$ cat src/verilog/cpu_params.svh
`ifndef CPU_PARAMS_SVH
`define CPU_PARAMS_SVH

// ##########################################################################
// core widths
// ##########################################################################

// signed data word, registers and alu
`define CPU_DATA_W      16

// word program counter, 4k words
`define CPU_PC_W        12

// register file depth
`define CPU_REG_CNT     16

// ##########################################################################
// memory side
// ##########################################################################

// byte address on inst_addr / data_addr
`define CPU_BADDR_W     16

// word 0 sits at this byte address
`define CPU_MEM_OFFSET  16'h1000

`endif

$ cat src/verilog/cpu_pkg.sv
`include "cpu_params.svh"

package cpu_pkg;

    // ######################################################################
    // vectors
    // ######################################################################

    typedef logic signed [`CPU_DATA_W-1:0]         word_t;     // register value
    typedef logic [`CPU_PC_W-1:0]                  pc_t;       // word address
    typedef logic [$clog2(`CPU_REG_CNT)-1:0]       reg_idx_t;  // rs / rt / rd
    typedef logic [`CPU_BADDR_W-1:0]               baddr_t;    // memory byte address
    typedef logic [4:0]                            imm_t;      // i-type immediate

    // ######################################################################
    // encodings
    // ######################################################################

    // inst[15:13], 6 and 7 unused
    typedef enum logic [2:0] {
        OP_ADDSUB = 3'd0,   // func 1 add, 0 sub
        OP_MULSLT = 3'd1,   // func 1 slt, 0 mult
        OP_STORE  = 3'd2,
        OP_LOAD   = 3'd3,
        OP_JUMP   = 3'd4,
        OP_BEQ    = 3'd5
    } opcode_e;

    typedef enum logic [1:0] {
        ALU_ADD = 2'd0,
        ALU_SUB = 2'd1,
        ALU_MUL = 2'd2,
        ALU_SLT = 2'd3
    } alu_op_e;

    // one instruction per trip round the loop
    typedef enum logic [3:0] {
        S_FETCH_REQ, S_FETCH_WAIT, S_DECODE, S_EXECUTE, S_MULT_DELAY,
        S_MEM_REQ, S_MEM_WAIT, S_WB_REG, S_UPDATE_PC
    } ctrl_state_e;

endpackage

$ cat src/verilog/alu.sv
`include "cpu_params.svh"

module alu import cpu_pkg::*; (
    input  logic    clk,
    input  word_t   alu_a,
    input  word_t   alu_b,
    input  alu_op_e alu_op,
    output word_t   alu_z       // registered
);

    logic  sub;         // sub and slt share the adder
    word_t addsub_z;
    word_t mult_q;      // first multiply stage

    // ######################################################################
    // shared adder
    // ######################################################################

    assign sub      = (alu_op == ALU_SUB) || (alu_op == ALU_SLT);
    assign addsub_z = alu_a + (sub ? ~alu_b : alu_b) + word_t'(sub);   // a - b = a + ~b + 1

    // ######################################################################
    // two stage multiply
    // ######################################################################

    // low half only, same for signed and unsigned
    always_ff @(posedge clk) begin
        mult_q <= word_t'(alu_a * alu_b);
    end

    // output register
    always_ff @(posedge clk) begin
        case (alu_op)
            ALU_MUL: alu_z <= mult_q;
            ALU_SLT: alu_z <= word_t'(addsub_z[`CPU_DATA_W-1]);   // sign of a - b
            default: alu_z <= addsub_z;                           // add, sub
        endcase
    end

endmodule

$ cat src/verilog/reg_file.sv
`include "cpu_params.svh"

module reg_file import cpu_pkg::*; (
    input  logic     clk,
    input  logic     rst_n,
    // read ports
    input  reg_idx_t rs_idx,
    input  reg_idx_t rt_idx,
    output word_t    rs_val,
    output word_t    rt_val,
    // write port
    input  logic     wr_en,
    input  reg_idx_t wr_idx,
    input  word_t    wr_data
);

    word_t regs [`CPU_REG_CNT];     // r0..r15, r0 is writable too

    // single write port, written in wb_reg
    always_ff @(posedge clk or negedge rst_n) begin
        if (!rst_n)
            regs <= '{default: '0};
        else if (wr_en)
            regs[wr_idx] <= wr_data;
    end

    // reads are combinational
    assign rs_val = regs[rs_idx];
    assign rt_val = regs[rt_idx];

    // decoded index from a fetched word, must be known when used
    a_wr_idx_known: assert property (@(posedge clk) disable iff (!rst_n)
        wr_en |-> !$isunknown(wr_idx));

endmodule

$ cat src/verilog/mem_bridge.sv
`include "cpu_params.svh"

module mem_bridge import cpu_pkg::*; (
    input  logic   clk,
    input  logic   rst_n,
    // from ctrl
    input  logic   fetch_go,
    input  logic   load_go,
    input  logic   store_go,
    input  pc_t    pc,
    input  word_t  ls_addr,     // word address
    input  word_t  st_data,
    output logic   mem_done,
    output word_t  mem_rdata,
    // instruction memory
    output logic   inst_rd,
    output baddr_t inst_addr,
    input  logic   inst_valid,
    input  word_t  inst_rdata,
    // data memory
    output logic   data_rd,
    output logic   data_wr,
    output baddr_t data_addr,
    output word_t  data_wdata,
    input  logic   data_valid,
    input  word_t  data_rdata
);

    logic req_open;     // strobe sent, valid not back yet
    logic load_open;    // open request is a data read
    logic any_go;
    logic any_valid;

    assign any_go    = fetch_go | load_go | store_go;
    assign any_valid = req_open & (inst_valid | data_valid);

    // ######################################################################
    // strobes and request tracking
    // ######################################################################

    always_ff @(posedge clk or negedge rst_n) begin
        if (!rst_n) begin
            inst_rd   <= 1'b0;
            data_rd   <= 1'b0;
            data_wr   <= 1'b0;
            mem_done  <= 1'b0;
            req_open  <= 1'b0;
            load_open <= 1'b0;
        end else begin
            inst_rd  <= fetch_go;       // go + 1
            data_rd  <= load_go;
            data_wr  <= store_go;
            mem_done <= any_valid;      // valid + 1
            if (any_go) begin
                req_open  <= 1'b1;
                load_open <= load_go;
            end else if (any_valid) begin
                req_open  <= 1'b0;
                load_open <= 1'b0;
            end
        end
    end

    // address and data, held until the next go
    always_ff @(posedge clk) begin
        if (fetch_go)
            inst_addr <= baddr_t'({pc, 1'b0}) + `CPU_MEM_OFFSET;  // word * 2 + offset
        if (load_go || store_go)
            data_addr <= (baddr_t'(ls_addr) << 1) + `CPU_MEM_OFFSET;
        if (store_go)
            data_wdata <= st_data;
        // last read data, kept for decode / wb
        if (req_open && inst_valid)
            mem_rdata <= inst_rdata;
        else if (load_open && data_valid)
            mem_rdata <= data_rdata;
    end

    a_strobe_onehot: assert property (@(posedge clk) disable iff (!rst_n)
        $onehot0({inst_rd, data_rd, data_wr}));

    // ctrl must wait for mem_done before the next request
    a_single_open: assert property (@(posedge clk) disable iff (!rst_n)
        any_go |-> !req_open);

endmodule

$ cat src/verilog/cpu_ctrl.sv
`include "cpu_params.svh"

module cpu_ctrl import cpu_pkg::*; (
    input  logic     clk,
    input  logic     rst_n,
    output logic     IO_stall,
    // memory requests
    output logic     fetch_go,
    output logic     load_go,
    output logic     store_go,
    output pc_t      pc,
    output word_t    ls_addr,     // word address
    output word_t    st_data,
    input  logic     mem_done,
    input  word_t    mem_rdata,
    // register file
    output reg_idx_t rs_idx,
    output reg_idx_t rt_idx,
    input  word_t    rs_val,
    input  word_t    rt_val,
    output logic     wr_en,
    output reg_idx_t wr_idx,
    output word_t    wr_data,
    // alu
    output word_t    alu_a,
    output word_t    alu_b,
    output alu_op_e  alu_op,
    input  word_t    alu_z
);

    ctrl_state_e state, next_state;
    word_t       ir;            // fetched instruction
    opcode_e     opcode;
    reg_idx_t    rs, rt, rd;
    logic        func;
    imm_t        imm;
    word_t       imm_ext;
    baddr_t      jump_baddr;    // jump target, byte address
    logic        beq_taken;

    // ######################################################################
    // state machine
    // ######################################################################

    always_ff @(posedge clk or negedge rst_n) begin
        if (!rst_n) state <= S_FETCH_REQ;   // first fetch right after reset
        else        state <= next_state;
    end

    always_comb begin
        next_state = state;
        case (state)
            S_FETCH_REQ:  next_state = S_FETCH_WAIT;
            S_FETCH_WAIT: if (mem_done) next_state = S_DECODE;
            S_DECODE: begin
                case (opcode)
                    OP_ADDSUB, OP_MULSLT, OP_STORE, OP_LOAD: next_state = S_EXECUTE;
                    default: next_state = S_UPDATE_PC;  // beq, jump, no-op 6/7
                endcase
            end
            S_EXECUTE: begin
                case (opcode)
                    OP_ADDSUB: next_state = S_WB_REG;
                    OP_MULSLT: next_state = func ? S_WB_REG : S_MULT_DELAY; // mult 2 cycles
                    default:   next_state = S_MEM_REQ;                      // load, store
                endcase
            end
            S_MULT_DELAY: next_state = S_WB_REG;
            S_MEM_REQ:    next_state = S_MEM_WAIT;
            S_MEM_WAIT: begin
                if (mem_done) next_state = (opcode == OP_LOAD) ? S_WB_REG : S_UPDATE_PC;
            end
            S_WB_REG:     next_state = S_UPDATE_PC;
            S_UPDATE_PC:  next_state = S_FETCH_REQ;
            default:      next_state = S_FETCH_REQ;
        endcase
    end

    // instruction register, loaded when the fetch returns
    always_ff @(posedge clk or negedge rst_n) begin
        if (!rst_n)                                 ir <= '0;
        else if (state == S_FETCH_WAIT && mem_done) ir <= mem_rdata;
    end

    // ######################################################################
    // decode
    // ######################################################################

    always_comb begin
        opcode     = opcode_e'(ir[15:13]);
        rs         = ir[12:9];
        rt         = ir[8:5];
        rd         = ir[4:1];
        func       = ir[0];
        imm        = ir[4:0];
        imm_ext    = {{(`CPU_DATA_W-$bits(imm_t)){imm[4]}}, imm};   // sign extend
        jump_baddr = baddr_t'(ir[12:0]);
    end

    assign beq_taken = (opcode == OP_BEQ) && (rs_val == rt_val);

    // alu op and operand b
    always_comb begin
        case (opcode)
            OP_ADDSUB: alu_op = func ? ALU_ADD : ALU_SUB;
            OP_MULSLT: alu_op = func ? ALU_SLT : ALU_MUL;
            default:   alu_op = ALU_ADD;    // rs + imm for load / store
        endcase
    end

    assign alu_a = rs_val;
    assign alu_b = (opcode == OP_ADDSUB || opcode == OP_MULSLT) ? rt_val : imm_ext;

    assign rs_idx = rs;
    assign rt_idx = rt;

    // ######################################################################
    // pc and write back
    // ######################################################################

    always_ff @(posedge clk or negedge rst_n) begin
        if (!rst_n) begin
            pc <= '0;
        end else if (state == S_UPDATE_PC) begin
            if (beq_taken)
                pc <= pc + pc_t'(1) + pc_t'(imm_ext);
            else if (opcode == OP_JUMP)
                pc <= pc_t'((jump_baddr - `CPU_MEM_OFFSET) >> 1);
            else
                pc <= pc + pc_t'(1);
        end
    end

    assign wr_en   = (state == S_WB_REG);
    assign wr_idx  = (opcode == OP_LOAD) ? rt : rd;             // load into rt, r-type into rd
    assign wr_data = (opcode == OP_LOAD) ? mem_rdata : alu_z;

    // request pulses, one cycle each
    assign fetch_go = (state == S_FETCH_REQ);
    assign load_go  = (state == S_MEM_REQ) && (opcode == OP_LOAD);
    assign store_go = (state == S_MEM_REQ) && (opcode == OP_STORE);
    assign ls_addr  = alu_z;      // rs + imm from execute
    assign st_data  = rt_val;

    // retire marker, low the cycle after update_pc
    always_ff @(posedge clk or negedge rst_n) begin
        if (!rst_n) IO_stall <= 1'b1;
        else        IO_stall <= (state != S_UPDATE_PC);
    end

    // a retire is always followed by a fetch
    a_stall_single: assert property (@(posedge clk) disable iff (!rst_n)
        !IO_stall |=> IO_stall);

endmodule

$ cat src/verilog/cpu_core.sv
`include "cpu_params.svh"

module cpu_core import cpu_pkg::*; (
    input  logic   clk,
    input  logic   rst_n,
    output logic   IO_stall,      // low one cycle per retired instruction
    // instruction port
    output logic   inst_rd,
    output baddr_t inst_addr,
    input  logic   inst_valid,
    input  word_t  inst_rdata,
    // data port
    output logic   data_rd,
    output logic   data_wr,
    output baddr_t data_addr,
    output word_t  data_wdata,
    input  logic   data_valid,
    input  word_t  data_rdata
);

    // ctrl <-> bridge
    logic     fetch_go, load_go, store_go;
    pc_t      pc;
    word_t    ls_addr, st_data;
    logic     mem_done;
    word_t    mem_rdata;
    // ctrl <-> regs
    reg_idx_t rs_idx, rt_idx, wr_idx;
    word_t    rs_val, rt_val, wr_data;
    logic     wr_en;
    // ctrl <-> alu
    word_t    alu_a, alu_b, alu_z;
    alu_op_e  alu_op;

    cpu_ctrl ctrl0 (
        .clk(clk), .rst_n(rst_n), .IO_stall(IO_stall),
        .fetch_go(fetch_go), .load_go(load_go), .store_go(store_go),
        .pc(pc), .ls_addr(ls_addr), .st_data(st_data),
        .mem_done(mem_done), .mem_rdata(mem_rdata),
        .rs_idx(rs_idx), .rt_idx(rt_idx), .rs_val(rs_val), .rt_val(rt_val),
        .wr_en(wr_en), .wr_idx(wr_idx), .wr_data(wr_data),
        .alu_a(alu_a), .alu_b(alu_b), .alu_op(alu_op), .alu_z(alu_z)
    );

    reg_file regs0 (
        .clk(clk), .rst_n(rst_n),
        .rs_idx(rs_idx), .rt_idx(rt_idx), .rs_val(rs_val), .rt_val(rt_val),
        .wr_en(wr_en), .wr_idx(wr_idx), .wr_data(wr_data)
    );

    alu alu0 (.clk(clk), .alu_a(alu_a), .alu_b(alu_b), .alu_op(alu_op), .alu_z(alu_z));

    mem_bridge bridge0 (
        .clk(clk), .rst_n(rst_n),
        .fetch_go(fetch_go), .load_go(load_go), .store_go(store_go),
        .pc(pc), .ls_addr(ls_addr), .st_data(st_data),
        .mem_done(mem_done), .mem_rdata(mem_rdata),
        .inst_rd(inst_rd), .inst_addr(inst_addr),
        .inst_valid(inst_valid), .inst_rdata(inst_rdata),
        .data_rd(data_rd), .data_wr(data_wr), .data_addr(data_addr),
        .data_wdata(data_wdata), .data_valid(data_valid), .data_rdata(data_rdata)
    );

endmodule

$ cat config.mk
export PLATFORM = sky130hd
export DESIGN_NAME = cpu_core
export DESIGN_NICKNAME = d
export VERILOG_FILES = /design/src/verilog/cpu_pkg.sv /design/src/verilog/alu.sv /design/src/verilog/reg_file.sv /design/src/verilog/mem_bridge.sv /design/src/verilog/cpu_ctrl.sv /design/src/verilog/cpu_core.sv
export VERILOG_INCLUDE_DIRS = /design/src /design/src/verilog
export SDC_FILE = /design/constraint.sdc
export NUM_CORES = 1
export LEC_CHECK = 0
export ABC_CLOCK_PERIOD_IN_PS = 6400
export BUFFER_PORTS_ARGS = -buffer_cell sky130_fd_sc_hd__buf_2
export CAP_MARGIN = 20
export CORE_ASPECT_RATIO = 1.1
export CORE_MARGIN = 4
export CORE_UTILIZATION = 31
export DETAILED_ROUTE_END_ITERATION = 12
export PLACE_DENSITY_LB_ADDON = 0.3
export SYNTH_ARGS = -nofsm -noshare
export SYNTH_HDL_FRONTEND = slang
export SYNTH_SLANG_ARGS = --single-unit
$ cat constraint.sdc
create_clock -name clk -period 6.4 [get_ports clk]
set_input_delay 0.64 -clock clk [delete_from_list [all_inputs] [get_ports clk]]
set_output_delay 0.64 -clock clk [all_outputs]
set_load 0.02 [all_outputs]
==> results.md, run 1 <==
* Synth Area in Compound Gates at under 10%
* Largest family of logic cells by synthesized area: multiplexers
* Post-synthesis adder-cell area fraction at around 11%
* Share of the synthesized area in the top cell type at between 30 and 40%
* Failing checks: negative setup slack
* Tot GR Track Use at 18.54%
* Post-synth EDFFs at 60
* PortBufs at 83
* Cell variety after synth at 67
* # IOs at 88
* Total global routing overflow at 0
* CTS tree: done
* Area of the core at roughly 76,000 sq um
* Fillers at about 7,500
* Worst setup margin at -50.89 ps
* Arr. time, crit path at 6920 ps
* Vias in the first global route at between 15,000 and 20,000
* Ys async rst share at about 76%
* Die area at 81,900 sq um
* Top FF cell, synth: dfrtp_1
* Wl on met1 at about 31,000 um
* Relative slew slack at 29.87%
* Fin crit share at 100.8%
* Die H at between 200 and 300 um
* Setup crit start kind: flip-flop
* Largest area contributor in the synthesized netlist: dfrtp_1
* Post-synthesis sequential area ratio at roughly two fifths
* Max-cap violations at 0
* Clock root cell: clkbuf_16
* Die width at between 200 and 300 um
* Final Hold Slack at approximately 90 ps
* Final WL at approximately 77,000 um
* Layout cells sized above 1 at 27.02%
* Vias/cell at between 5 and 6
* Sink Count at approximately 390
* Number of max-slew violations in the final report at 0
* Gate Count Post-Synth at about 2,200
* Post-synthesis xor/xnor area fraction at under 10%
* Hold Crit Class: in2async
* Cts hold-fix bufs at 0
* Area added between synthesis and finish at 20.79%
* Setup Skew at approximately 30 ps
* Nets at approximately 2,600
* FMAX at 155.0 MHz
* Area occupied by multi-input gates at around 13,000 sq um
* Slew @ Worst Pin at approximately 1100 ps
* Starting Density at roughly a third
* Critical Path RT at between 6000 and 7000 ps
* DR WL met3 at around 3800 um
* CP endpoint kind: flip-flop
* HPWL after DPL at roughly 54,000 um
* Top-count cell post-synth: dfrtp_1
* GP Congestion at 0.9283
* Total CTS buffers at 43
* RSZ-0062 raised after global routing: yes
* ANT cells at 0
* Clk_lat worst skew at 590 ps
* Largest net degree at the start of global routing at between 100 and 150
* Non-Filler Instances at 3,472
* Synth Cell Area at around 24,000 sq um
* Mux cell area share after synthesis at 17.67%
* Post-DRT Antenna Nets at 0
* DP Cell Count at 3,340
* Pre-antenna DRT Iters at 5
* H-tree depth at 2
* Mapped Avg Cell Area at 10.85 sq um
* Crit path max fanout at 7
* Crit Path Category: reg2reg
* Min cycle time layout at about 6500 ps
* DRC violations left at 0
* Ys Warns at 0
* Top cells by area, synth: dfrtp_1, mux4_2, edfxtp_1, fa_1, ha_1
* Status: complete, but fails checks
* Clk slew on worst S/H paths at approximately 60 ps
* Via count at around 18,000
* Synth Area in Simple Gates at between 10% and 20%
* Setup Viol. Count Final at 1
* Avg WL per Cell at between 20 and 25 um
* Hold Vio Cnt, Final at 0
* Clock Tree Buf Depth at 3
* Register area at ~9800 sq um
* Synth cell count leaders: dfrtp_1, nor2_1, nand2_1, a21oi_1, inv_1
* Pre-CTS WS at -194.6 ps
* DR WL met2 at about 39,000 um
* First-pass GRT wire length at 115,900 um
* Antenna violations before repair at 1
* FF+latch count, synth at about 390
* DRT iter0 DRCs at between 1,000 and 1,500
* Std-Cell Rows at approximately 110
* Top Layer Used: met4
[state kept, by name, summed over array words and instances, names as in the netlist]
| signal | count |
|---|---|
| bridge0.data_wdata | 16 |
| ctrl0.pc | 12 |
| bridge0.req_open | 1 |
| bridge0.mem_rdata | 16 |
| alu0.alu_z | 16 |
| bridge0.data_rd | 1 |
| alu0.mult_q | 16 |
| bridge0.inst_rd | 1 |
| bridge0.data_addr | 15 |
| ctrl0.ir | 16 |
| bridge0.inst_addr | 13 |
| bridge0.data_wr | 1 |
| bridge0.mem_done | 1 |
| bridge0.load_open | 1 |
| ctrl0.state | 4 |
| ctrl0.IO_stall | 1 |
| regs0.regs | 256 |
[path summary, 6_finish.rpt]
kind | slack, ps | from | end | cells past startpoint
max | -50 | ctrl0.ir[9]$_DFFE_PN0P_ | alu0.mult_q[15]$_DFF_P_ | 21
min | 90 | rst_n | regs0.regs[209]$_DFFE_PN0P_ | 1
max reg2reg | -50 | ctrl0.ir[9]$_DFFE_PN0P_ | alu0.mult_q[15]$_DFF_P_ | 21
min reg2reg | 470 | alu0.alu_z[0]$_DFF_P_ | bridge0.data_addr[1]$_DFFE_PP_ | 0
max in group asynchronous | 5060 | rst_n | ctrl0.ir[9]$_DFFE_PN0P_ | 2
min in group clk | 330 | data_valid | bridge0.req_open$_DFFE_PN0P_ | 4
[per-layer routing]
layer / GRT usage [%] / vias to the layer above
li1: - / 8033
met4: 4.965 / 0
met1: 23.72 / 9141
met5: 0 / -
met2: 33.06 / 489
met3: 2.458 / 121
[critical path, cell delays in order (launching register included)]
cell       delay (ps)
dfrtp_4           550
buf_12            160
bufbuf_16         260
mux4_2            420
mux4_2            620
nand2b_1          170
fa_1              420
fa_1              500
inv_1              50
fa_1              480
fa_1              490
inv_1              50
fa_1              460
fa_2              370
xnor2_2           150
xnor2_1           130
xnor2_1           140
xnor2_1           210
xnor2_1           170
xnor2_1           150
xnor3_1           250
xnor2_1           140
[through the flow]
step / util (%) / area, sq um / setup TNS [ps]
finish: 37.93 / 28980 / -50.89
global route: 37.93 / 28980 / -316.5
CTS: 37.48 / 28630 / -44.33
detailed placement: 34.71 / 26520 / -250.7
global placement: 34.68 / 26500 / -76.15
floorplan: - / 24120 / 0
[cells in the final DEF, fill, tap and decap left out, types with 34 or more instances in the layout]
cell type / count
dfrtp_1: 289
nor2_1: 214
nand2_1: 198
a21oi_1: 190
buf_4: 174
inv_1: 149
mux4_2: 141
o21ai_0: 113
buf_2: 82
ha_1: 81
xnor2_1: 77
fa_1: 76
edfxtp_1: 60
mux2i_1: 47
clkbuf_16: 47
mux2_2: 44
nor2b_1: 34
[final cells by class]
class | count | area share [%]
repair buffers | 302 | 8.769
multi-input cells | 1519 | 45.48
clock buffers | 55 | 4.080
flip-flops and latches | 387 | 33.96
clock inverters | 25 | 1.218
inverters | 158 | 2.068
well taps | 1026 | 4.430
[logic make-up after synthesis]
logic type,count (synthesis)
simple gates,583
compound gates,413
flops,387
buf+inv,309
mux,241
fa+ha+maj,170
xor+xnor,108
other cells,1
[timing repair]
item	4_1_cts	5_1_grt
cloned	5	3
endpoints found under the setup margin	3	4
setup buffers	31	12
gates resized for setup	38	43
pin swaps	31	36
Power of run 1 is left out: the tool's default activity adds up to more than one toggle a clock period on the data nets, which glitch-free logic cannot reach.
==> inputs of run 2 (changes only) <==
CORE_ASPECT_RATIO = 0.6   (was 1.1)
==> run 2 against run 1 <==
Net effect: the flow still finishes with violations (negative setup slack); first-iteration DRC count grew 46%; critical path depth grew 4; core utilization shrank 0.056 points; cell count shrank 0.55%; design area shrank 0.50%; sequential share of layout area grew 0.16 points; register-to-register slack lost 60 ps; wire length grew 6.2%.
==> results.md, run 2 (same netlist as run 1, synthesis figures left out) <==
* Max incr delay on CP at 630 ps (about the same)
* Clock root cell: clkbuf_16
* Vias/cell at 5.299 (+3.5%)
* Area added between synthesis and finish at 20.19%
* Crit path max fanout at 7 (unchanged)
* WP buf/inv at 9 (+5)
* RSZ-0062 raised after global routing: yes
* Tot GR Track Use at 19.61% (+1.1 points)
* First-pass GRT wire length at 121,500 um (+4.8%)
* Hold Vio Cnt, Final at 0 (unchanged)
* Arr. time, crit path at 7000 ps (+80 ps)
* Met1 Resource Use GR at 31.02% (+7.3 points)
* Clock Tree Buf Depth at 3 (unchanged)
* HPWL after DPL at 59,890 um (+12%)
* Area of the core at 76,120 sq um (-0.35%)
* Max-cap violations at 0 (unchanged)
* CP endpoint kind: flip-flop
* Commonest non-fill, non-tap cell in the layout: dfrtp_1
* Setup Skew at 30.54 ps (+0.8829 ps)
* Antenna violations before repair at 6 (+5)
* Relative slew slack at 19.59% (-10 points)
* Fin crit share at 101.8% (+0.98 points)
* Max reg flops at 256 (unchanged)
* Failing checks: negative setup slack
* Sink Count at 387 (unchanged)
* Die width at 367.1 um (+34%)
* Slowest CP cell: mux4_2
* Cts hold-fix bufs at 0 (unchanged)
* Std-Cell Rows at 78 (-26%)
* Most Used Layer, Global Route: met1
* Met3 usage at 6.820% (+4.4 points)
* Non-Filler Instances at 3,453 (-0.55%)
* Final Hold Slack at 156.2 ps (+66.38 ps)
* Starting Density at 31.51% (+0.11 points)
* Largest net degree at the start of global routing at 125 (+3.3%)
* Total global routing overflow at 0 (unchanged)
* Clk_lat worst skew at 560 ps (-30 ps)
* Number of max-slew violations in the final report at 0 (unchanged)
* GR Util met2 at 25.60% (-7.5 points)
* Pre-antenna DRT Iters at 5 (unchanged)
* Via count at 18,298 (+2.9%)
* Vias in the first global route at 18,202 (-1.6%)
* # IOs at 88 (unchanged)
* Critical path launch point: ctrl0.ir[9]$_DFFE_PN0P_
* Final WL at 81,300 um (+6.2%)
* Die area at 82,050 sq um (+0.17%)
* DP Cell Count at 3,357 (+0.51%)
* H-tree depth at 2 (unchanged)
* Setup crit start kind: flip-flop
* Clk slew on worst S/H paths at 70 ps (about the same)
* Avg WL per Cell at 23.55 um (+6.8%)
* Total CTS buffers at 37 (-14%)
* GP Congestion at 0.9221 (-0.67%)
* Worst setup margin at -113.7 ps (-62.83 ps)
* Status: complete, but fails checks
* Slew @ Worst Pin at 1183 ps (+130.7 ps)
* Min cycle time layout at 6514 ps (+62.83 ps)
* Crit-path leading delay family: adder cells
* Critical Path RT at 6880 ps (about the same)
* Post-DRT Antenna Nets at 0 (unchanged)
* DRT iter0 DRCs at 1,969 (+46%)
* Hold Crit Class: in2async
* Setup TNS at -143.0 ps (-92.09 ps)
* FMAX at 153.5 MHz (-0.96%)
* Crit Path Category: reg2reg
* PortBufs at 83 (unchanged)
* CTS tree: done
* Layout cells sized above 1 at 27.45% (+0.42 points)
* Nets at 2,630 (+0.50%)
* Largest register by flop count: regs0.regs
* Die H at 223.5 um (-25%)
* Crit-path most repeated cell: inv_1
* R2R Path Start: ctrl0.ir[9]$_DFFE_PN0P_
* DRC violations left at 0 (unchanged)
* Setup Viol. Count Final at 2 (+1)
* Most frequent cells in the layout: dfrtp_1, nor2_1, buf_4
==> run 2: worst register-to-register path, delay by kind of cell (launching register included) <==
family                     cells  cell delay, ps
buffers and inverters          9             690
muxes                          2            1150
and+or+nand+nor                1             210
xor gates and xnor gates       1             130
adders and majority gates      7            2870
DFF                            1             540
AOI/OAI and AO/OA              5             860
==> run 2: per-layer routing <==
layer	up-vias	routed length, um
li1	8059	-
met1	9294	39390
met2	851	31380
met3	92	9318
met4	2	1209
met5	-	7
==> run 2: through the flow <==
stage / setup WS, ps / area [sq um] / util [%]
after global placement: -334.0 / 26790 / 35.20
after CTS: -129.1 / 28430 / 37.34
after floorplan: 0.1399 / 24120 / -
after detailed placement: -295.7 / 26870 / 35.29
final: -113.7 / 28830 / 37.88
after global routing: -393.9 / 28830 / 37.87
==> run 2: worst paths after layout <==
path / to / slack, ps / depth (start not counted)
worst max-delay path: alu0.mult_q[15]$_DFF_P_ / -110 / 25
worst min-delay path: regs0.regs[49]$_DFFE_PN0P_ / 160 / 1
worst max register to register: alu0.mult_q[15]$_DFF_P_ / -110 / 25
worst min register to register: bridge0.data_addr[1]$_DFFE_PP_ / 450 / 0
max in group asynchronous: ctrl0.ir[9]$_DFFE_PN0P_ / 4820 / 2
min in group clk: bridge0.req_open$_DFFE_PN0P_ / 350 / 4
==> run 2: timing repair <==
| action | CTS | global route |
|---|---|---|
| pin swaps | 16 | 26 |
| gates cloned | 0 | 2 |
| setup buffers | 15 | 12 |
| endpoints found under the setup margin | 4 | 7 |
| resized for setup | 24 | 56 |
==> run 2: layout make-up <==
type,instances,area (sq um)
diodes,1,2.502
well taps,1000,1251
clock buffers,57,1177
multi-input cells,1519,13260
inverters,158,595.6
flip-flops and latches,387,9837
clock inverters,10,110.1
repair buffers,321,2601
fillers,7422,47290
Power of run 2 is left out for the same reason.
==> inputs of run 3 (changes only) <==
SYNTH_HIERARCHICAL = 1   (was unset)
==> run 3 against run 2 <==
Net effect: the run still ends with negative setup slack left; hold slack gained 32 ps; synthesized cell count shrank 8.5%; die area grew 4.8%; register-to-register slack gained 110 ps; wire length grew 0.35%; global-route usage shrank 0.88 points; core utilization shrank 0.48 points; clock skew grew 2.1 ps; highest routed layer unchanged.
==> results.md, run 3 <==
* Setup crit start kind: flip-flop
* Leakage power at about 14 nW
* Max reg flops at 256 (unchanged)
* Critical path launch point: ctrl0/ir[5]$_DFFE_PN0P_
* Tot GR Track Use at 18.74% (-0.88 points)
* Post-DRT Antenna Nets at 0 (unchanged)
* Net Sw Power at between 7 and 8 mW
* Min cycle time layout at 6404 ps (-110.2 ps)
* Fin crit share at 100.1% (-1.7 points)
* FMAX at 156.2 MHz (+1.7%)
* Final Hold Slack at 187.9 ps (+31.73 ps)
* Max-cap violations at 0 (unchanged)
* Area added between synthesis and finish at 18.84%
* VDD IR-drop max at 295.0 uV
* Worst setup margin at -3.561 ps (+110.2 ps)
* Failing checks: negative setup slack
* PortBufs at 83 (unchanged)
* Commonest non-fill, non-tap cell in the layout: mux2_2
* # IOs at 88 (unchanged)
* Crit Path Category: reg2reg
* RSZ-0062 raised after global routing: yes
* Clk slew on worst S/H paths at 70 ps (about the same)
* GP Congestion at 0.9059 (-1.8%)
* Largest net degree at the start of global routing at 177 (+42%)
* Vias in the first global route at 17,980 (-1.2%)
* Hold Vio Cnt, Final at 0 (unchanged)
* Avg WL per Cell at 24.78 um (+5.3%)
* Final WL at 81,590 um (+0.35%)
* Pwr dens at between 500 and 600 nW/um^2
* Flop pwr share at a little under a quarter
* HPWL after DPL at 58,750 um (-1.9%)
* Std-Cell Rows at 80 (+2.6%)
* Logic pwr share at 62.6%
* Setup TNS at -3.561 ps (+139.4 ps)
* DRT iter0 DRCs at 1,562 (-21%)
* Layout cells sized above 1 at 42.97% (+16 points)
* First-pass GRT wire length at 120,900 um (-0.55%)
* CP endpoint kind: flip-flop
* Clock Tree Buf Depth at 3 (unchanged)
* Mapped Avg Cell Area at 12.44 sq um (+15%)
* Sink Count at 387 (unchanged)
* Crit-path most repeated cell: fa_1
* R2R Path Start: ctrl0/ir[5]$_DFFE_PN0P_
* Largest register by flop count: regs0/regs
* Clk pwr share at about 14%
* Total global routing overflow at 0 (unchanged)
* Arr. time, crit path at 6850 ps (-150 ps)
* Starting Density at 31.47% (-0.048 points)
* H-tree depth at 2 (unchanged)
* Crit path max fanout at 8 (+1)
* Nets at 2,406 (-8.5%)
* Setup Skew at 32.68 ps (+2.141 ps)
* Clk_lat worst skew at 580 ps (+20 ps)
* Die H at 228.7 um (+2.3%)
* Slowest CP cell: fa_1
* Die area at 85,950 sq um (+4.8%)
* Clock root cell: clkbuf_16
* Max incr delay on CP at 560 ps (-70 ps)
* Critical Path RT at 6850 ps (-30 ps)
* Relative slew slack at 30.79% (+11 points)
* Status: complete, but fails checks
* P_int at ~9.4 mW
* Cts hold-fix bufs at 0 (unchanged)
* Vias/cell at 5.327 (+0.53%)
* Slew @ Worst Pin at 1038 ps (-144.5 ps)
* Antenna violations before repair at 4 (-2)
* Ys Warns at 6 (+6)
* Area of the core at 79,980 sq um (+5.1%)
* Die width at 375.8 um (+2.4%)
* Total Power at about 17 mW
* Via count at 17,538 (-4.2%)
* Gate Count Post-Synth at 2,023 (-8.5%)
* DRC violations left at 0 (unchanged)
* Number of max-slew violations in the final report at 0 (unchanged)
* Synth Cell Area at 25,170 sq um (+4.9%)
* Switching Share at 44.53%
* Hold Crit Class: in2async
* Most frequent cells in the layout: mux2_2, dfrtp_1, buf_4
* Pre-antenna DRT Iters at 5 (unchanged)
* Setup Viol. Count Final at 1 (-1)
* CTS tree: done
* Critical-path cell list: buf_12, mux4_2, a22oi_2, nand2_2, a21o_4, and2_4, fa_1, inv_2, fa_1, inv_2, fa_1, inv_1, fa_1, inv_2, fa_1, inv_1, fa_1, inv_2, ha_4, and3_4, a2111oi_4, a21oi_2, xnor2_1
* Total CTS buffers at 38 (+2.7%)
* Reg2reg setup slack at -4 ps (+110 ps)
## run 3: cell types whose count changed in the layout (fill, tap and decap cells not counted), moves of 34 or more
cell     delta
a22oi_1    +39
nor2_1    -169
mux2i_1    -34
mux2_2    +256
o21ai_0    -92
a21oi_1   -159
and2_1     +34
nand2_1    -65
## run 3: worst paths after layout
check	to	depth (start not counted)
min in group clk	bridge0/mem_done$_DFF_PN0_	2
worst max register to register	alu0/mult_q[15]$_DFF_P_	23
worst min register to register	bridge0/data_addr[9]$_DFFE_PP_	0
worst min-delay path	regs0/regs[32]$_DFFE_PN0P_	1
max in group asynchronous	regs0/regs[152]$_DFFE_PN0P_	2
worst max-delay path	alu0/mult_q[15]$_DFF_P_	23
## run 3: repair_timing
| item | in CTS | in global routing |
|---|---|---|
| gates cloned | 3 | 2 |
| hold endpoints to repair | 0 | 0 |
| pin swaps | 33 | 36 |
| endpoints found under the setup margin | 3 | 18 |
| resized for setup | 59 | 57 |
| setup buffers | 48 | 12 |
## run 3: final cells by class
class                   instances  area [sq um]
fillers                      7617         50070
multi-input cells            1332         14390
flip-flops and latches        387          9836
repair buffers                309          2546
well taps                    1066          1334
clock buffers                  51          1104
inverters                     129         484.2
clock inverters                17         212.7
diodes                          1         2.502
## run 3: metal layers
layer | share of wire (%) | track usage, %
met1 | 49 | 29.77
met2 | 39 | 24.86
met3 | 11 | 6.172
met4 | 1.0 | 2.353
met5 | 0.034 | 0
## run 3: critical path, delay by kind of cell, from the launching register on
family	cells	cell delay, ps
and+or+nand+nor	3	430
AOI/OAI and AO/OA	4	900
muxes	1	520
DFF	1	550
xor gates and xnor gates	1	130
adders and majority gates	7	3280
buffers and inverters	7	450
## run 3: power by group through the flow
stage / Sequential, mW / Clock [mW] / Combinational (mW)
global route: 4.01 / 2.57 / 11.5
finish: 3.93 / 2.42 / 10.6
global placement: 3.91 / 0 / 9.59
detailed placement: 3.95 / 0 / 9.68
floorplan: 3.70 / 0 / 6.67
CTS: 3.91 / 2.48 / 10.2
## run 3: per-stage QoR
| stage | worst slack [ps] | instance area [sq um] | cells | utilization [%] |
|---|---|---|---|---|
| 6_report | -3.561 | 29910 | 3292 | 37.40 |
| 3_5_place_dp | -232.6 | 27570 | 3162 | 34.47 |
| 4_1_cts | -101.8 | 29560 | 3281 | 36.96 |
| 3_3_place_gp | -202.8 | 27570 | 3162 | 34.47 |
| 5_1_grt | -177.5 | 29900 | 3291 | 37.39 |
| 2_1_floorplan | 16.25 | 25410 | 2026 | - |
(Power assumes the default switching activity.)
